**config.mk**
```make
export PLATFORM = sky130hd
export DESIGN_NAME = noc_block_addsub
export DESIGN_NICKNAME = d
export VERILOG_FILES = /design/src/source/addsub_pkg.sv /design/src/source/axis_if.sv /design/src/source/noc_block_addsub.sv /design/src/source/addsub_ctrl.sv /design/src/source/chdr_framer.sv /design/src/source/addsub_core.sv /design/src/source/chdr_deframer.sv
export SDC_FILE = /design/constraint.sdc
export NUM_CORES = 1
export LEC_CHECK = 0
export ABC_CLOCK_PERIOD_IN_PS = 11900
export BUFFER_PORTS_ARGS = -buffer_cell sky130_fd_sc_hd__buf_2
export CORE_MARGIN = 2
export CORE_UTILIZATION = 30
export CTS_CLUSTER_DIAMETER = 60
export DETAILED_ROUTE_END_ITERATION = 10
export GPL_TIMING_DRIVEN = 0
export HOLD_SLACK_MARGIN = 0.08
export SLEW_MARGIN = 20
export SYNTH_ARGS = -nofsm -noshare
export SYNTH_HDL_FRONTEND = slang
export SYNTH_SLANG_ARGS = --single-unit
```
**constraint.sdc**
```tcl
create_clock -name ce_clk -period 11.9 [get_ports ce_clk]
set_input_delay 1.19 -clock ce_clk [delete_from_list [all_inputs] [get_ports ce_clk]]
set_output_delay 1.19 -clock ce_clk [all_outputs]
set_load 0.01 [all_outputs]
```
**src/source/addsub_pkg.sv**
```systemverilog
// Shared definitions for the add/sub stream block
// Header word layout, register map and framer states

package addsub_pkg;

  localparam int DATA_W = 64;

  // Header field widths
  localparam int TYPE_W = 4;
  localparam int SEQ_W  = 12;
  localparam int LEN_W  = 16;
  localparam int SID_W  = 16;

  // Header field positions within the 64-bit word
  localparam int HDR_TYPE_LSB = 60;
  localparam int HDR_SEQ_LSB  = 48;
  localparam int HDR_LEN_LSB  = 32;
  localparam int HDR_SRC_LSB  = 16;
  localparam int HDR_DST_LSB  = 0;

  localparam logic [TYPE_W-1:0] PKT_TYPE_DATA = '0;

  typedef struct packed {
    logic [TYPE_W-1:0] pkt_type;
    logic [SEQ_W-1:0]  seq;
    logic [LEN_W-1:0]  len;
    logic [SID_W-1:0]  src_sid;
    logic [SID_W-1:0]  dst_sid;
  } chdr_hdr_t;

  // Wishbone word addresses
  localparam logic [2:0] REG_CTRL     = 3'd0;
  localparam logic [2:0] REG_SUM_SID  = 3'd1;
  localparam logic [2:0] REG_DIFF_SID = 3'd2;
  localparam logic [2:0] REG_PKT_CNT  = 3'd3;
  localparam logic [2:0] REG_LEN_ERR  = 3'd4;

  localparam int CTRL_ENABLE_BIT  = 0;
  localparam int CTRL_SEQ_CLR_BIT = 1;

  typedef enum logic [1:0] {IDLE, HEADER, PAYLOAD} framer_state_t;

endpackage
```
**src/source/axis_if.sv**
```systemverilog
// Stream interface between the internal blocks
// One beat moves when tvalid and tready are both high

`timescale 1ns/1ps

interface axis_if import addsub_pkg::*; ();

  logic [DATA_W-1:0] tdata;
  logic              tlast;
  logic              tvalid;
  logic              tready;

  modport source (
    output tdata,
    output tlast,
    output tvalid,
    input  tready
  );

  modport sink (
    input  tdata,
    input  tlast,
    input  tvalid,
    output tready
  );

endinterface

```
**src/source/noc_block_addsub.sv**
```systemverilog
// Two-input add/sub stream endpoint
// Strips A and B headers, emits framed sum and difference packets

`timescale 1ns/1ps

module noc_block_addsub import addsub_pkg::*; #(
  parameter int LANE_W    = 16,
  parameter int HDR_DEPTH = 4
) (
  input  logic              ce_clk,
  input  logic              i_rst,
  input  logic              i_wb_cyc,
  input  logic              i_wb_stb,
  input  logic              i_wb_we,
  input  logic [2:0]        i_wb_adr,
  input  logic [31:0]       i_wb_dat,
  output logic [31:0]       o_wb_dat,
  output logic              o_wb_ack,
  input  logic [DATA_W-1:0] i_a_tdata,
  input  logic              i_a_tlast,
  input  logic              i_a_tvalid,
  output logic              o_a_tready,
  input  logic [DATA_W-1:0] i_b_tdata,
  input  logic              i_b_tlast,
  input  logic              i_b_tvalid,
  output logic              o_b_tready,
  output logic [DATA_W-1:0] o_sum_tdata,
  output logic              o_sum_tlast,
  output logic              o_sum_tvalid,
  input  logic              i_sum_tready,
  output logic [DATA_W-1:0] o_diff_tdata,
  output logic              o_diff_tlast,
  output logic              o_diff_tvalid,
  input  logic              i_diff_tready
);

  axis_if a_pay ();
  axis_if b_pay ();
  axis_if sum_pay ();
  axis_if diff_pay ();

  chdr_hdr_t        a_hdr;
  chdr_hdr_t        b_hdr;
  chdr_hdr_t        cur_hdr;
  logic             a_hdr_valid;
  logic             a_hdr_ready;
  logic             b_hdr_valid;
  logic             b_hdr_ready;
  logic             sum_hdr_valid;
  logic             diff_hdr_valid;
  logic             sum_done;
  logic             diff_done;
  logic             last_mismatch;
  logic             enable;
  logic             seq_clear;
  logic [SID_W-1:0] sum_src_sid;
  logic [SID_W-1:0] sum_dst_sid;
  logic [SID_W-1:0] diff_src_sid;
  logic [SID_W-1:0] diff_dst_sid;

  chdr_deframer u_deframer_a (
    .ce_clk(ce_clk), .i_rst(i_rst), .i_enable(enable),
    .i_tdata(i_a_tdata), .i_tlast(i_a_tlast), .i_tvalid(i_a_tvalid), .o_tready(o_a_tready),
    .o_hdr(a_hdr), .o_hdr_valid(a_hdr_valid), .i_hdr_ready(a_hdr_ready), .o_pay(a_pay));

  chdr_deframer u_deframer_b (
    .ce_clk(ce_clk), .i_rst(i_rst), .i_enable(enable),
    .i_tdata(i_b_tdata), .i_tlast(i_b_tlast), .i_tvalid(i_b_tvalid), .o_tready(o_b_tready),
    .o_hdr(b_hdr), .o_hdr_valid(b_hdr_valid), .i_hdr_ready(b_hdr_ready), .o_pay(b_pay));

  addsub_core #(.LANE_W(LANE_W)) u_core (
    .ce_clk(ce_clk), .i_rst(i_rst), .i_a(a_pay), .i_b(b_pay),
    .o_sum(sum_pay), .o_diff(diff_pay), .o_last_mismatch(last_mismatch));

  chdr_framer u_framer_sum (
    .ce_clk(ce_clk), .i_rst(i_rst), .i_seq_clear(seq_clear),
    .i_hdr(cur_hdr), .i_hdr_valid(sum_hdr_valid),
    .i_src_sid(sum_src_sid), .i_dst_sid(sum_dst_sid), .i_pay(sum_pay),
    .o_tdata(o_sum_tdata), .o_tlast(o_sum_tlast), .o_tvalid(o_sum_tvalid),
    .i_tready(i_sum_tready), .o_pkt_done(sum_done));

  chdr_framer u_framer_diff (
    .ce_clk(ce_clk), .i_rst(i_rst), .i_seq_clear(seq_clear),
    .i_hdr(cur_hdr), .i_hdr_valid(diff_hdr_valid),
    .i_src_sid(diff_src_sid), .i_dst_sid(diff_dst_sid), .i_pay(diff_pay),
    .o_tdata(o_diff_tdata), .o_tlast(o_diff_tlast), .o_tvalid(o_diff_tvalid),
    .i_tready(i_diff_tready), .o_pkt_done(diff_done));

  addsub_ctrl #(.HDR_DEPTH(HDR_DEPTH)) u_ctrl (
    .ce_clk(ce_clk), .i_rst(i_rst),
    .i_wb_cyc(i_wb_cyc), .i_wb_stb(i_wb_stb), .i_wb_we(i_wb_we), .i_wb_adr(i_wb_adr),
    .i_wb_dat(i_wb_dat), .o_wb_dat(o_wb_dat), .o_wb_ack(o_wb_ack),
    .i_a_hdr(a_hdr), .i_a_hdr_valid(a_hdr_valid), .o_a_hdr_ready(a_hdr_ready),
    .i_b_hdr(b_hdr), .i_b_hdr_valid(b_hdr_valid), .o_b_hdr_ready(b_hdr_ready),
    .i_last_mismatch(last_mismatch), .o_cur_hdr(cur_hdr),
    .o_sum_hdr_valid(sum_hdr_valid), .o_diff_hdr_valid(diff_hdr_valid),
    .i_sum_done(sum_done), .i_diff_done(diff_done),
    .o_enable(enable), .o_seq_clear(seq_clear),
    .o_sum_src_sid(sum_src_sid), .o_sum_dst_sid(sum_dst_sid),
    .o_diff_src_sid(diff_src_sid), .o_diff_dst_sid(diff_dst_sid));

endmodule

```
**src/source/addsub_ctrl.sv**
```systemverilog
// Control block with the Wishbone register file and header queue
// Tracks per-packet completion of both framers and keeps the counters

`timescale 1ns/1ps

module addsub_ctrl import addsub_pkg::*; #(
  parameter int HDR_DEPTH = 4
) (
  input  logic             ce_clk,
  input  logic             i_rst,
  input  logic             i_wb_cyc,
  input  logic             i_wb_stb,
  input  logic             i_wb_we,
  input  logic [2:0]       i_wb_adr,
  input  logic [31:0]      i_wb_dat,
  output logic [31:0]      o_wb_dat,
  output logic             o_wb_ack,
  input  chdr_hdr_t        i_a_hdr,
  input  logic             i_a_hdr_valid,
  output logic             o_a_hdr_ready,
  input  chdr_hdr_t        i_b_hdr,
  input  logic             i_b_hdr_valid,
  output logic             o_b_hdr_ready,
  input  logic             i_last_mismatch,
  output chdr_hdr_t        o_cur_hdr,
  output logic             o_sum_hdr_valid,
  output logic             o_diff_hdr_valid,
  input  logic             i_sum_done,
  input  logic             i_diff_done,
  output logic             o_enable,
  output logic             o_seq_clear,
  output logic [SID_W-1:0] o_sum_src_sid,
  output logic [SID_W-1:0] o_sum_dst_sid,
  output logic [SID_W-1:0] o_diff_src_sid,
  output logic [SID_W-1:0] o_diff_dst_sid
);

  localparam int PTR_W = (HDR_DEPTH > 1) ? $clog2(HDR_DEPTH) : 1;
  localparam int CNT_W = $clog2(HDR_DEPTH + 1);

  chdr_hdr_t        hdr_q [HDR_DEPTH];
  logic [PTR_W-1:0] wr_ptr;
  logic [PTR_W-1:0] rd_ptr;
  logic [CNT_W-1:0] q_count;
  logic             q_full;
  logic             q_empty;
  logic             push;
  logic             pop;
  logic             hdr_len_err;
  logic             sum_done;
  logic             diff_done;
  logic [31:0]      pkt_cnt;
  logic [31:0]      len_err_cnt;
  logic             wb_req;
  logic [31:0]      rd_data;

  //////////////////////////////////////////
  // Header queue
  //////////////////////////////////////////
  assign q_full  = (q_count == CNT_W'(HDR_DEPTH));
  assign q_empty = (q_count == '0);

  // A and B headers only ever move as a pair
  assign o_a_hdr_ready = !q_full && i_b_hdr_valid;
  assign o_b_hdr_ready = !q_full && i_a_hdr_valid;
  assign push          = !q_full && i_a_hdr_valid && i_b_hdr_valid;
  assign hdr_len_err   = push && (i_a_hdr.len != i_b_hdr.len);

  assign pop = !q_empty && (sum_done || i_sum_done) && (diff_done || i_diff_done);

  assign o_cur_hdr        = hdr_q[rd_ptr];
  assign o_sum_hdr_valid  = !q_empty && !sum_done;
  assign o_diff_hdr_valid = !q_empty && !diff_done;

  always_ff @(posedge ce_clk) begin
    if (push) begin
      hdr_q[wr_ptr] <= i_a_hdr;
    end
  end

  always_ff @(posedge ce_clk) begin
    if (i_rst) begin
      wr_ptr    <= '0;
      rd_ptr    <= '0;
      q_count   <= '0;
      sum_done  <= 1'b0;
      diff_done <= 1'b0;
    end else begin
      if (push) wr_ptr <= (wr_ptr == PTR_W'(HDR_DEPTH - 1)) ? '0 : wr_ptr + 1'b1;
      if (pop) rd_ptr <= (rd_ptr == PTR_W'(HDR_DEPTH - 1)) ? '0 : rd_ptr + 1'b1;
      case ({push, pop})
        2'b10:   q_count <= q_count + 1'b1;
        2'b01:   q_count <= q_count - 1'b1;
        default: q_count <= q_count;
      endcase

      if (pop) begin
        sum_done  <= 1'b0;
        diff_done <= 1'b0;
      end else begin
        if (i_sum_done) sum_done <= 1'b1;
        if (i_diff_done) diff_done <= 1'b1;
      end
    end
  end

  // Length errors come from headers and from tlast skew in the core
  always_ff @(posedge ce_clk) begin
    if (i_rst) begin
      pkt_cnt     <= '0;
      len_err_cnt <= '0;
    end else begin
      if (pop) pkt_cnt <= pkt_cnt + 1'b1;
      len_err_cnt <= len_err_cnt + 32'(hdr_len_err) + 32'(i_last_mismatch);
    end
  end

  //////////////////////////////////////////
  // Wishbone slave
  //////////////////////////////////////////
  assign wb_req = i_wb_cyc && i_wb_stb && !o_wb_ack;

  always_comb begin
    case (i_wb_adr)
      REG_CTRL:     rd_data = {31'd0, o_enable};
      REG_SUM_SID:  rd_data = {o_sum_src_sid, o_sum_dst_sid};
      REG_DIFF_SID: rd_data = {o_diff_src_sid, o_diff_dst_sid};
      REG_PKT_CNT:  rd_data = pkt_cnt;
      REG_LEN_ERR:  rd_data = len_err_cnt;
      default:      rd_data = '0;
    endcase
  end

  always_ff @(posedge ce_clk) begin
    if (i_rst) begin
      o_wb_ack       <= 1'b0;
      o_enable       <= 1'b0;
      o_seq_clear    <= 1'b0;
      o_sum_src_sid  <= '0;
      o_sum_dst_sid  <= '0;
      o_diff_src_sid <= '0;
      o_diff_dst_sid <= '0;
    end else begin
      o_wb_ack    <= wb_req;
      o_seq_clear <= 1'b0;
      if (wb_req && i_wb_we) begin
        case (i_wb_adr)
          REG_CTRL: begin
            o_enable    <= i_wb_dat[CTRL_ENABLE_BIT];
            o_seq_clear <= i_wb_dat[CTRL_SEQ_CLR_BIT];
          end
          REG_SUM_SID: begin
            o_sum_src_sid <= i_wb_dat[31:16];
            o_sum_dst_sid <= i_wb_dat[15:0];
          end
          REG_DIFF_SID: begin
            o_diff_src_sid <= i_wb_dat[31:16];
            o_diff_dst_sid <= i_wb_dat[15:0];
          end
          default: ;
        endcase
      end
    end
  end

  always_ff @(posedge ce_clk) begin
    if (wb_req) begin
      o_wb_dat <= rd_data;
    end
  end

endmodule

```
**src/source/chdr_framer.sv**
```systemverilog
// Output framer for one result stream
// Prepends a fresh header word and keeps the stream's sequence count

`timescale 1ns/1ps

module chdr_framer import addsub_pkg::*; (
  input  logic              ce_clk,
  input  logic              i_rst,
  input  logic              i_seq_clear,
  input  chdr_hdr_t         i_hdr,
  input  logic              i_hdr_valid,
  input  logic [SID_W-1:0]  i_src_sid,
  input  logic [SID_W-1:0]  i_dst_sid,
  axis_if.sink              i_pay,
  output logic [DATA_W-1:0] o_tdata,
  output logic              o_tlast,
  output logic              o_tvalid,
  input  logic              i_tready,
  output logic              o_pkt_done
);

  framer_state_t     state;
  logic [SEQ_W-1:0]  seq;
  logic [DATA_W-1:0] hdr_next;
  logic [DATA_W-1:0] hdr_word;
  logic              start;
  logic              hdr_xfer;

  always_comb begin
    hdr_next = '0;
    hdr_next[HDR_TYPE_LSB +: TYPE_W] = PKT_TYPE_DATA;
    hdr_next[HDR_SEQ_LSB +: SEQ_W]   = seq;
    hdr_next[HDR_LEN_LSB +: LEN_W]   = i_hdr.len;
    hdr_next[HDR_SRC_LSB +: SID_W]   = i_src_sid;
    hdr_next[HDR_DST_LSB +: SID_W]   = i_dst_sid;
  end

  assign start    = (state == IDLE) && i_hdr_valid && i_pay.tvalid;
  assign hdr_xfer = (state == HEADER) && i_tready;

  assign o_tvalid    = (state == HEADER) || ((state == PAYLOAD) && i_pay.tvalid);
  assign o_tdata     = (state == HEADER) ? hdr_word : i_pay.tdata;
  assign o_tlast     = (state == PAYLOAD) && i_pay.tlast;
  assign i_pay.tready = (state == PAYLOAD) && i_tready;
  assign o_pkt_done  = (state == PAYLOAD) && i_pay.tvalid && i_tready && i_pay.tlast;

  //////////////////////////////////////////
  // Framing FSM
  //////////////////////////////////////////
  always_ff @(posedge ce_clk) begin
    if (i_rst) begin
      state <= IDLE;
      seq   <= '0;
    end else begin
      case (state)
        IDLE:    if (start) state <= HEADER;
        HEADER:  if (hdr_xfer) state <= PAYLOAD;
        PAYLOAD: if (o_pkt_done) state <= IDLE;
        default: state <= IDLE;
      endcase

      // Clear wins over the per-packet step
      if (i_seq_clear) begin
        seq <= '0;
      end else if (hdr_xfer) begin
        seq <= seq + 1'b1;
      end
    end
  end

  // Header held steady while it waits for ready
  always_ff @(posedge ce_clk) begin
    if (start) begin
      hdr_word <= hdr_next;
    end
  end

endmodule

```
**src/source/addsub_core.sv**
```systemverilog
// Lane-wise adder and subtractor for two joined payload streams
// Results are registered, one slot per output

`timescale 1ns/1ps

module addsub_core import addsub_pkg::*; #(
  parameter int LANE_W = 16
) (
  input  logic   ce_clk,
  input  logic   i_rst,
  axis_if.sink   i_a,
  axis_if.sink   i_b,
  axis_if.source o_sum,
  axis_if.source o_diff,
  output logic   o_last_mismatch
);

  localparam int LANES = DATA_W / LANE_W;

  logic [DATA_W-1:0] sum_next;
  logic [DATA_W-1:0] diff_next;
  logic              sum_free;
  logic              diff_free;
  logic              can_load;
  logic              load;

  for (genvar l = 0; l < LANES; l++) begin : g_lane
    logic [LANE_W-1:0] a_lane;
    logic [LANE_W-1:0] b_lane;

    assign a_lane = i_a.tdata[l*LANE_W +: LANE_W];
    assign b_lane = i_b.tdata[l*LANE_W +: LANE_W];

    // Wraps modulo 2^LANE_W
    assign sum_next[l*LANE_W +: LANE_W]  = a_lane + b_lane;
    assign diff_next[l*LANE_W +: LANE_W] = a_lane - b_lane;
  end

  assign sum_free  = !o_sum.tvalid || o_sum.tready;
  assign diff_free = !o_diff.tvalid || o_diff.tready;
  assign can_load  = sum_free && diff_free;

  // Both inputs move together
  assign i_a.tready = can_load && i_b.tvalid;
  assign i_b.tready = can_load && i_a.tvalid;
  assign load       = can_load && i_a.tvalid && i_b.tvalid;

  always_ff @(posedge ce_clk) begin
    if (i_rst) begin
      o_sum.tvalid    <= 1'b0;
      o_diff.tvalid   <= 1'b0;
      o_last_mismatch <= 1'b0;
    end else begin
      o_last_mismatch <= load && (i_a.tlast != i_b.tlast);
      if (load) begin
        o_sum.tvalid  <= 1'b1;
        o_diff.tvalid <= 1'b1;
      end else begin
        if (o_sum.tready) o_sum.tvalid <= 1'b0;
        if (o_diff.tready) o_diff.tvalid <= 1'b0;
      end
    end
  end

  always_ff @(posedge ce_clk) begin
    if (load) begin
      o_sum.tdata  <= sum_next;
      o_sum.tlast  <= i_a.tlast;
      o_diff.tdata <= diff_next;
      o_diff.tlast <= i_a.tlast;
    end
  end

endmodule

```
**src/source/chdr_deframer.sv**
```systemverilog
// Header stripper for one input stream
// Header word goes to the control path, payload passes straight through

`timescale 1ns/1ps

module chdr_deframer import addsub_pkg::*; (
  input  logic              ce_clk,
  input  logic              i_rst,
  input  logic              i_enable,
  input  logic [DATA_W-1:0] i_tdata,
  input  logic              i_tlast,
  input  logic              i_tvalid,
  output logic              o_tready,
  output chdr_hdr_t         o_hdr,
  output logic              o_hdr_valid,
  input  logic              i_hdr_ready,
  axis_if.source            o_pay
);

  logic at_header;
  logic hdr_slot_free;
  logic hdr_accept;
  logic pay_last_xfer;

  // Header slot is free when empty or handing over this cycle
  assign hdr_slot_free = !o_hdr_valid || i_hdr_ready;

  assign o_tready = i_enable && (at_header ? hdr_slot_free : o_pay.tready);

  assign hdr_accept    = at_header && i_tvalid && o_tready;
  assign pay_last_xfer = !at_header && i_tvalid && o_tready && i_tlast;

  // Payload path is combinational
  assign o_pay.tdata  = i_tdata;
  assign o_pay.tlast  = i_tlast;
  assign o_pay.tvalid = i_enable && !at_header && i_tvalid;

  always_ff @(posedge ce_clk) begin
    if (i_rst) begin
      at_header   <= 1'b1;
      o_hdr_valid <= 1'b0;
    end else begin
      if (hdr_accept) begin
        at_header <= 1'b0;
      end else if (pay_last_xfer) begin
        at_header <= 1'b1;
      end

      if (hdr_accept) begin
        o_hdr_valid <= 1'b1;
      end else if (i_hdr_ready) begin
        o_hdr_valid <= 1'b0;
      end
    end
  end

  always_ff @(posedge ce_clk) begin
    if (hdr_accept) begin
      o_hdr <= chdr_hdr_t'(i_tdata);
    end
  end

endmodule

```
==> qor.csv, run 1 <==
stage,metric,value,unit
clocking,clock_latency,0.63,ns
critical_path,worstSetupEndpointType,primary output,
global_routing,first_global_vias,18517,
drt,wirelength,76540,um
floorplanning,fp-row-count,109,
run_status,status,completed,
final_layout,final_nets,3094,
drt,viasPerCell,4.773,
critical_path,critical_path_class,reg2out,
timing,post-route-period-util,38.87,%
global_routing,grt_max_degree,66,
timing,relSlewSlack,31.58,%
drt,vias,19100,
floorplanning,initial_core_util,30.28,%
clocking,numCtsBuffers,70,
placement,dp.cells,3873,
critical_path,crit_path_start_kind,register,
global_routing,overflow,0,
logic_synthesis,synth_top_cell_by_area,edfxtp_1,
timing,slew_viol_final,0,
drt,drc,0,
worst_hold_path,min_from,u_ctrl.o_diff_src_sid[12],
critical_path,timing.rr.start,u_deframer_a.o_hdr[46],
clocking,clock_sinks,550,
critical_path,critPathArrivalTime,3.44,ns
clocking,path_clk_slew,0.06,ns
timing,period_needed,4.626,ns
logic_synthesis,synth_cell_types,81,
power,p_per_area,141.0,mW/mm2
power,ir_worst_vdd,0.0001003,V
logic_synthesis,ys_async_sr_fraction,0,%
floorplanning,io_pins,341,
logic_synthesis,ys.flop_type,edfxtp_1,
final_layout,fillers,8781,
global_routing,grt_pass1_wl,112500,um
drt,drtIter0Drc,1299,
timing,worst_pin_slew,1.026,ns
logic_synthesis,syn_area,0.02676,mm2
job,drv_cap,0,
logic_synthesis,synth_top_area_share,41.86,%
placement,io_buffer_count,337,
clocking,post_cts_resized,0,
worst_hold_path,worstHoldEndpoint,u_framer_diff.hdr_word[28],
timing,setup_viol_count_final,0,
timing,finalSetupTns,0,ns
timing,hold_viol,0,
placement,gp_congestion,0.8654,
power,power_leakage,12.49,nW
final_layout,drive_gt1_share,23.58,%
logic_synthesis,syn_area_per_cell,11.42,um2
critical_path,r2r_cells,11,
critical_path,critPathRequiredTime,10.71,ns
final_layout,area_growth,21.65,%
clocking,postCtsHoldBufs,0,
logic_synthesis,yosysSeqAreaShare,55.10,%
final_layout,stdcell_count,4002,
placement,place_area,0.03017,mm2
logic_synthesis,postSynthCellCount,2343,
logic_synthesis,synth-edff-count,373,
drt,wl_per_cell,19.12,um
clocking,post_cts_buffers,0,
critical_path,regToRegEndpoint,u_ctrl.len_err_cnt[10],
critical_path,rrSetupSlack,8.39,ns
final_layout,num_antenna_cells,0,
global_routing,track_usage,16.39,%
worst_hold_path,holdPathStages,0,
drt,route.antenna.remaining_nets,0,
critical_path,cp_max_fo,10,
logic_synthesis,yosys_warnings,0,
clocking,cts_root_buffer,clkbuf_16,
floorplanning,die_h,302.6,um
worst_hold_path,hold_path_class,reg2reg,
clocking,cts_max_path_buffers,3,
timing,fmax,0.2162,GHz
floorplanning,dieArea,0.09159,mm2
logic_synthesis,synthesis.nets,2657,
timing,rsz0062_at_grt,false,
timing,finalClockSkew,0.07535,ns
logic_synthesis,synth_area_leaders,"edfxtp_1 (42%), dfxtp_1 (13%), ha_1 (6.1%), mux2_2 (5.1%), xnor2_1 (3.6%)",
floorplanning,die_x,302.6,um
floorplanning,coreArea,0.08837,mm2
global_routing,antenna_found_initial,12,
logic_synthesis,synth.ff_latch_count,550,
timing,fin_hold_ws,0.4574,ns
final_layout,multi_input_area,0.01107,mm2
clocking,cts_tree,done,
clocking,h-tree-depth,3,
drt,first_pass_iters,5,
final_layout,seqCellArea,0.01474,mm2
placement,hpwl,59250,um
final_layout,design_area,0.03255,mm2
-- cells in the mapped netlist, drive strengths merged (11+ instances only) --
master / n
dfxtp: 177
nand2: 220
o21ai: 57
a21o: 12
a21oi: 171
nand4: 24
edfxtp: 373
or3: 16
a22oi: 65
ha: 130
mux4: 16
mux2: 120
clkbuf: 76
nor2: 183
nor3: 32
inv: 143
o21a: 14
nand2b: 17
a31oi: 11
nor2b: 32
xor2: 84
and3: 22
nand3: 53
buf: 29
xnor2: 110
o21bai: 26
-- worst max-delay path, cell delays in order (launching register included) --
cell	delay, ns
dfxtp_1	0.40
nor2b_1	0.14
clkbuf_1	0.53
buf_1	0.59
clkbuf_1	0.57
mux2_2	0.41
buf_2	0.15
-- registers in the layout, summed over array words and instances, names as in the netlist, 2 cells and up, named ones only --
name	cells
u_framer_sum.hdr_word	60
u_framer_sum.seq	12
u_ctrl.o_wb_dat	32
u_framer_diff.state	2
u_ctrl.len_err_cnt	32
u_ctrl.hdr_q	64
u_ctrl.o_sum_src_sid	16
u_framer_sum.state	2
u_core.o_sum.tdata	64
u_deframer_a.o_hdr	16
u_ctrl.o_sum_dst_sid	16
u_ctrl.o_diff_src_sid	16
u_ctrl.o_diff_dst_sid	16
u_framer_diff.seq	12
u_ctrl.wr_ptr	2
u_framer_diff.hdr_word	60
u_deframer_b.o_hdr	16
u_ctrl.rd_ptr	2
u_ctrl.pkt_cnt	32
u_core.o_diff.tdata	60
u_ctrl.q_count	3
-- report_power, final --
| group | switching, mW | internal [mW] | leakage, nW |
|---|---|---|---|
| clock | 0.903 | 1.23 | 1.15 |
| sequential | 0.00342 | 2.05 | 4.97 |
| combinational | 0.243 | 0.157 | 6.36 |
-- routing by layer --
metal / global-route usage, % / up-vias / routed length (um)
met1: 21.26 / 9160 / 33030
li1: - / 9253 / -
met4: 4.914 / 22 / 1848
met3: 4.390 / 124 / 5913
met2: 26.74 / 541 / 35610
met5: 0 / - / 135
-- cells in the final DEF (no fill, tap or decap), types with 53 or more instances in the layout --
cell type,n
dfxtp_1,177
xnor2_1,110
mux2_2,120
edfxtp_1,373
clkbuf_1,84
nor2_1,180
nand3_1,53
a21oi_1,168
inv_1,142
xor2_1,84
clkbuf_16,71
o21ai_0,57
ha_1,130
buf_2,372
a22oi_1,65
nand2_1,220
-- kinds of logic (layout without fill, tap and decap cells) --
family                     count (synthesis)  in the layout  synth area share [%]
AOI/OAI and AO/OA                        423            423                 10.16
xor gates and xnor gates                 194            194                 6.350
adders and majority gates                140            140                 6.827
buffers and inverters                    249            743                 3.652
DFF                                      550            550                 55.10
muxes                                    144            144                 6.696
and+or+nand+nor                          643            643                 11.21
-- layout make-up --
class                           count  area share (%)
Sequential cell                   550           45.30
Multi-Input combinational cell   1544           34.02
Timing Repair Buffer              365           5.854
Clock buffer                       86           5.762
Tap cell                         1165           4.478
Inverter                          144           1.684
Clock inverter                     43           1.564
Buffer                            105           1.342
-- metrics by stage --
stage,power (mW),setup slack [ns],utilization (%)
6_report,4.590,7.274,36.83
3_3_place_gp,2.493,-1.030,33.83
3_5_place_dp,2.498,7.731,34.13
5_1_grt,4.766,7.081,36.83
2_1_floorplan,2.362,4.429,-
4_1_cts,4.647,7.101,36.83
-- worst max path at each step --
stage	slack, ns	cells after the start	to	from
floorplan	4.43	2	u_framer_sum.hdr_word[0]	u_framer_sum.state[0]
global placement	-1.03	2	u_framer_sum.hdr_word[18]	u_framer_sum.state[0]
detailed placement	7.73	11	u_core.o_diff.tdata[46]	i_a_tdata[32]
CTS	7.10	6	o_sum_tdata[57]	u_framer_sum.state[0]
global route	7.08	6	o_sum_tdata[57]	u_framer_sum.state[0]
finish	7.27	6	o_sum_tdata[57]	u_framer_sum.state[0]
Power figures use the tool's default switching activity.
==> run 2: changes to the inputs <==
ABC_CLOCK_PERIOD_IN_PS = 4690   (was 11900)
clock period = 4.69 ns   (was 11.9 ns; I/O delays follow)
==> run 2 against run 1 <==
Against the previous run:
- sequential power rose to 2.5 times the previous value
- global-route usage down 0.17 points
- clock power increased by 140%
- first-iteration DRC count decreased by 4.8%
- worst hold slack got worse by 0.35 ns
- routed wire length shrank 0.47%
- power grew 150%
==> qor.csv, run 2 (synthesized netlist as in run 1, its figures left out) <==
stage,metric,value,unit
floorplanning,coreArea,0.08837,mm2
critical_path,cp_max_fo,10,
critical_path,crit_path_cell_trace,nor2b_1 > clkbuf_1 > buf_1 > clkbuf_1 > mux2_2 > buf_2,
drt,drc,0,
final_layout,design_area,0.03267,mm2
timing,hold_viol,0,
clocking,cts_max_path_buffers,3,
clocking,path_clk_slew,0.06,ns
timing,setup_viol_count_final,0,
floorplanning,die_x,302.6,um
clocking,post_cts_buffers,0,
global_routing,grt_pass1_wl,112100,um
power,power.total,11.42,mW
floorplanning,dieArea,0.09159,mm2
floorplanning,initial_core_util,30.28,%
clocking,cts_root_buffer,clkbuf_16,
drt,drtIter0Drc,1236,
clocking,numCtsBuffers,68,
drt,wirelength,76180,um
timing,post-route-period-util,83.39,%
critical_path,critical_path_class,reg2out,
final_layout,largest_registers,"u_core.o_sum.tdata: 64 flops, u_ctrl.hdr_q: 64 flops",
drt,first_pass_iters,5,
floorplanning,fp-row-count,109,
drt,route.antenna.remaining_nets,0,
final_layout,final_cell_mix,"edfxtp_1 (373), buf_2 (358), nand2_1 (220)",
critical_path,cpMostUsedCell,clkbuf_1,
global_routing,overflow,0,
placement,hpwl,58760,um
floorplanning,io_pins,341,
final_layout,final_nets,3105,
final_layout,drive_gt1_share,22.74,%
timing,fmax,0.2557,GHz
drt,vias,19091,
timing,slew_viol_final,0,
global_routing,first_global_vias,18499,
timing,period_needed,3.911,ns
clocking,clock_latency,0.61,ns
job,drv_cap,0,
global_routing,grt_max_degree,96,
critical_path,worstSetupEndpointType,primary output,
critical_path,max_stage_delay,0.60,ns
power,power_leakage,12.49,nW
timing,finalSetupTns,0,ns
global_routing,antenna_found_initial,10,
clocking,post_cts_resized,0,
placement,io_buffer_count,337,
timing,rsz0062_at_grt,false,
clocking,clock_sinks,550,
critical_path,critPathArrivalTime,3.44,ns
critical_path,crit_family,buffers and inverters,
placement,place_area,0.03015,mm2
power,p_per_area,349.5,mW/mm2
final_layout,area_growth,22.08,%
timing,relSlewSlack,24.77,%
run_status,status,completed,
timing,worst_pin_slew,1.128,ns
timing,finalClockSkew,0.03547,ns
drt,viasPerCell,4.758,
final_layout,stdcell_count,4012,
clocking,h-tree-depth,3,
final_layout,layout_commonest_cell,edfxtp_1,
placement,dp.cells,3860,
power,ir_worst_vdd,0.0002098,V
clocking,postCtsHoldBufs,26,
worst_hold_path,hold_path_class,in2reg,
critical_path,critPathRequiredTime,4.22,ns
critical_path,crit_path_start_kind,register,
global_routing,track_usage,16.22,%
floorplanning,die_h,302.6,um
drt,wl_per_cell,18.99,um
placement,gp_congestion,0.8721,
clocking,cts_tree,done,
critical_path,crit_buf_inv,4,
critical_path,cp_slowest_cell,clkbuf_1,
==> run 2: cell count changes in the layout (fill, tap and decap cells not counted), moves of 3 or more <==
cell	delta
inv_6	+4
clkinv_1	+5
buf_6	+4
clkinv_16	-3
dlygate4sd3_1	+26
buf_4	-4
buf_2	-14
inv_8	-4
==> run 2: cell type report <==
class                      count  area (um2)
buffer                       105       436.7
timing repair buffer         378        2126
antenna                        2       5.005
inverter                     144       548.0
multi-input combinational   1544       11100
clock inverter                38       324.1
sequential                   550       14740
clock buffer                  86        1926
fill                        8766       55710
tap                         1165        1458
==> run 2: final timing paths <==
check / end / cells after the start / slack (ns) / startpoint
setup reg to reg: u_ctrl.len_err_cnt[10] / 11 / 1.06 / u_deframer_a.o_hdr[46]
hold / removal: u_deframer_a.o_hdr[39] / 1 / 0.11 / i_a_tdata[39]
hold reg to reg: u_framer_sum.hdr_word[59] / 0 / 0.45 / u_framer_sum.seq[11]
setup / recovery: o_sum_tdata[57] / 6 / 0.78 / u_framer_sum.state[1]
==> run 2: power breakdown <==
group	internal, mW	switching, mW	total, mW
combinational	0.413	0.615	1.03
clock	3.07	2.10	5.16
sequential	5.21	0.00884	5.22
total	8.69	2.72	11.4
==> run 2: through the flow <==
stage / hold WS [ns] / setup slack [ns] / util (%)
final: 0.1082 / 0.7790 / 36.96
after global routing: 0.09718 / 0.5375 / 36.96
after CTS: 0.08021 / 0.6318 / 36.96
after detailed placement: 0.4358 / 1.160 / 34.12
after global placement: 0.4319 / -2.489 / 33.85
after floorplan: 0.4172 / 0.2804 / -
==> run 2: per-layer routing <==
metal,up-vias,routed length [um],global-route usage (%)
met3,101,5222,3.602
met5,-,95,0
met2,530,36080,26.77
met1,9175,33140,21.33
li1,9269,-,-
met4,16,1643,4.703
==> run 3: changes to the inputs <==
ABC_CLOCK_PERIOD_IN_PS = 3600   (was 4690)
clock period = 3.6 ns   (was 4.69 ns; I/O delays follow)
==> run 3 against run 2 <==
Against the previous run:
- core utilization grew 0.73 points
- first-iteration DRC count shrank 2.8%
- final cell count is 1.3% higher
- setup slack worse by 0.50 ns
- power rose by 34%
- non-clock buffer count grew 47
- combinational power up 35%
- register-to-register slack lost 0.78 ns
- worst hold slack improved by 0.019 ns
- clock skew increased by 0.0012 ns
- sequential share of layout area fell by 0.88 points
==> qor.csv, run 3 (synthesized netlist as in run 1, its figures left out) <==
stage,metric,value,unit
power,power_frac_comb,9.1,%
placement,place_area,0.03022,mm2
drt,vias,19369,
critical_path,crit_path_start_kind,register,
power,seqPwrFrac,44.6,%
drt,wirelength,77720,um
critical_path,critPathArrivalTime,3.80,ns
timing,relSlewSlack,37.65,%
timing,fin_hold_ws,0.1271,ns
power,intPower,11.41,mW
critical_path,critical_path_class,reg2reg,
drt,route.antenna.remaining_nets,0,
final_layout,area_growth,24.50,%
clocking,cts_max_path_buffers,3,
drt,first_pass_iters,7,
global_routing,overflow,0,
timing,rsz0062_at_grt,false,
timing,post-route-period-util,92.23,%
global_routing,grt_use_met2,27.71,%
final_layout,design_area,0.03331,mm2
floorplanning,coreArea,0.08837,mm2
global_routing,grtUsageMet1,21.72,%
drt,viasPerCell,4.764,
floorplanning,fp-row-count,109,
placement,hpwl,59510,um
power,swShare,25.21,%
job,drv_cap,0,
global_routing,grt.busiest_layer,met2,
clocking,path_clk_slew,0.06,ns
timing,period_needed,3.320,ns
drt,drc,0,
timing,worst_pin_slew,0.9352,ns
run_status,status,completed,
floorplanning,die_x,302.6,um
final_layout,drive_gt1_share,23.05,%
placement,dp.cells,3864,
timing,finalClockSkew,0.03667,ns
power,p_sw,3.846,mW
floorplanning,dieArea,0.09159,mm2
placement,gp_congestion,0.8770,
global_routing,track_usage,16.50,%
clocking,h-tree-depth,3,
power,p_per_area,457.9,mW/mm2
critical_path,cp_max_fo,5,
critical_path,r2r_cells,11,
power,power_leakage,12.75,nW
timing,hold_viol,0,
clocking,post_cts_buffers,0,
floorplanning,die_h,302.6,um
clocking,cts_root_buffer,clkbuf_16,
global_routing,grt_use_met3,3.430,%
global_routing,grt_max_degree,34,
critical_path,critPathRequiredTime,4.08,ns
global_routing,antenna_found_initial,13,
clocking,cts_tree,done,
clocking,numCtsBuffers,70,
final_layout,stdcell_count,4066,
final_layout,fillers,8678,
timing,fmax,0.3012,GHz
global_routing,grt_pass1_wl,113600,um
clocking,clock_latency,0.64,ns
floorplanning,io_pins,341,
final_layout,final_util,37.70,%
timing,slew_viol_final,0,
final_layout,final_cell_mix,"edfxtp_1 (373), buf_2 (359), nand2_1 (220)",
power,clkPwrFrac,46.3,%
power,ir_worst_vdd,0.0003398,V
final_layout,largest_registers,"u_core.o_sum.tdata: 64 flops, u_ctrl.hdr_q: 64 flops",
final_layout,layout_commonest_cell,edfxtp_1,
final_layout,final_nets,3154,
timing,setup_viol_count_final,0,
floorplanning,initial_core_util,30.28,%
placement,io_buffer_count,337,
critical_path,worstSetupEndpointType,register,
worst_hold_path,hold_path_class,in2reg,
global_routing,first_global_vias,18570,
worst_hold_path,holdPathStages,3,
drt,drtIter0Drc,1202,
power,power.total,15.25,mW
drt,wl_per_cell,19.11,um
clocking,clock_sinks,550,
run 3: cell types whose count changed in the layout (fill, tap and decap cells not counted), sizes merged:
cell           previous run  this run
dlygate4sd3              26        70
inv                     155       160
buf                     381       384
clkinv                   22        20
clkinvlp                  3         5
clkdlybuf4s15             0         1
diode                     2         3
run 3: through the flow:
step                      setup WS [ns]  TNS [ns]
final                            0.2797         0
after CTS                       0.01253         0
after floorplan                  0.3998         0
after detailed placement         0.1177         0
after global placement           -1.408   -369.61
after global routing            0.09363         0
run 3: power by group through the flow:
stage                     logic, mW  registers [mW]  clock network [mW]
final                          1.39            6.80                7.07
after global routing           1.54            6.80                7.48
after CTS                      1.38            6.80                7.21
after detailed placement       1.31            6.94                   0
after global placement         1.30            6.94                   0
after floorplan               0.866            6.94                   0
run 3: repair_timing:
action                                 4_1_cts  5_1_grt
setup endpoints to repair                   57       11
endpoints found under the hold margin      105        0
resized for setup                            5        3
hold buffers                                70        0
run 3: cell type report:
type	instances	area, um2	share of cell area, %
Clock buffer	87	1907	5.724
Antenna cell	3	7.507	0.02254
Tap cell	1165	1458	4.376
Timing Repair Buffer	426	2643	7.932
Sequential cell	550	14740	44.26
Inverter	144	544.3	1.634
Clock inverter	43	456.7	1.371
Multi-Input combinational cell	1544	11110	33.35
Buffer	104	444.2	1.333
run 3: critical path, cell delays in order (launching register included):
cell and delay [ns]:
edfxtp_1 0.47, xnor2_1 0.32, nand4_1 0.22, nor4_2 0.47, nor2_1 0.18, fa_1 0.46, ha_1 0.26, and3_1 0.28
and3_1 0.24, nand3_1 0.10, xor2_1 0.15, nor2_1 0.05
run 3: routing by layer:
metal,share of wire [%],up-vias
met3,6.3,104
met2,48,552
met5,0.16,-
li1,-,9382
met1,44,9313
met4,2.0,18
run 3: path summary, 6_finish.rpt:
check                                from                        end  slack, ns
setup reg to reg   u_deframer_a.o_hdr[46]     u_ctrl.len_err_cnt[10]       0.28
hold reg to reg   u_ctrl.o_sum_src_sid[2]  u_framer_sum.hdr_word[18]       0.46
hold / removal                 i_b_tvalid   u_deframer_b.o_hdr_valid       0.13
setup / recovery   u_deframer_a.o_hdr[46]     u_ctrl.len_err_cnt[10]       0.28
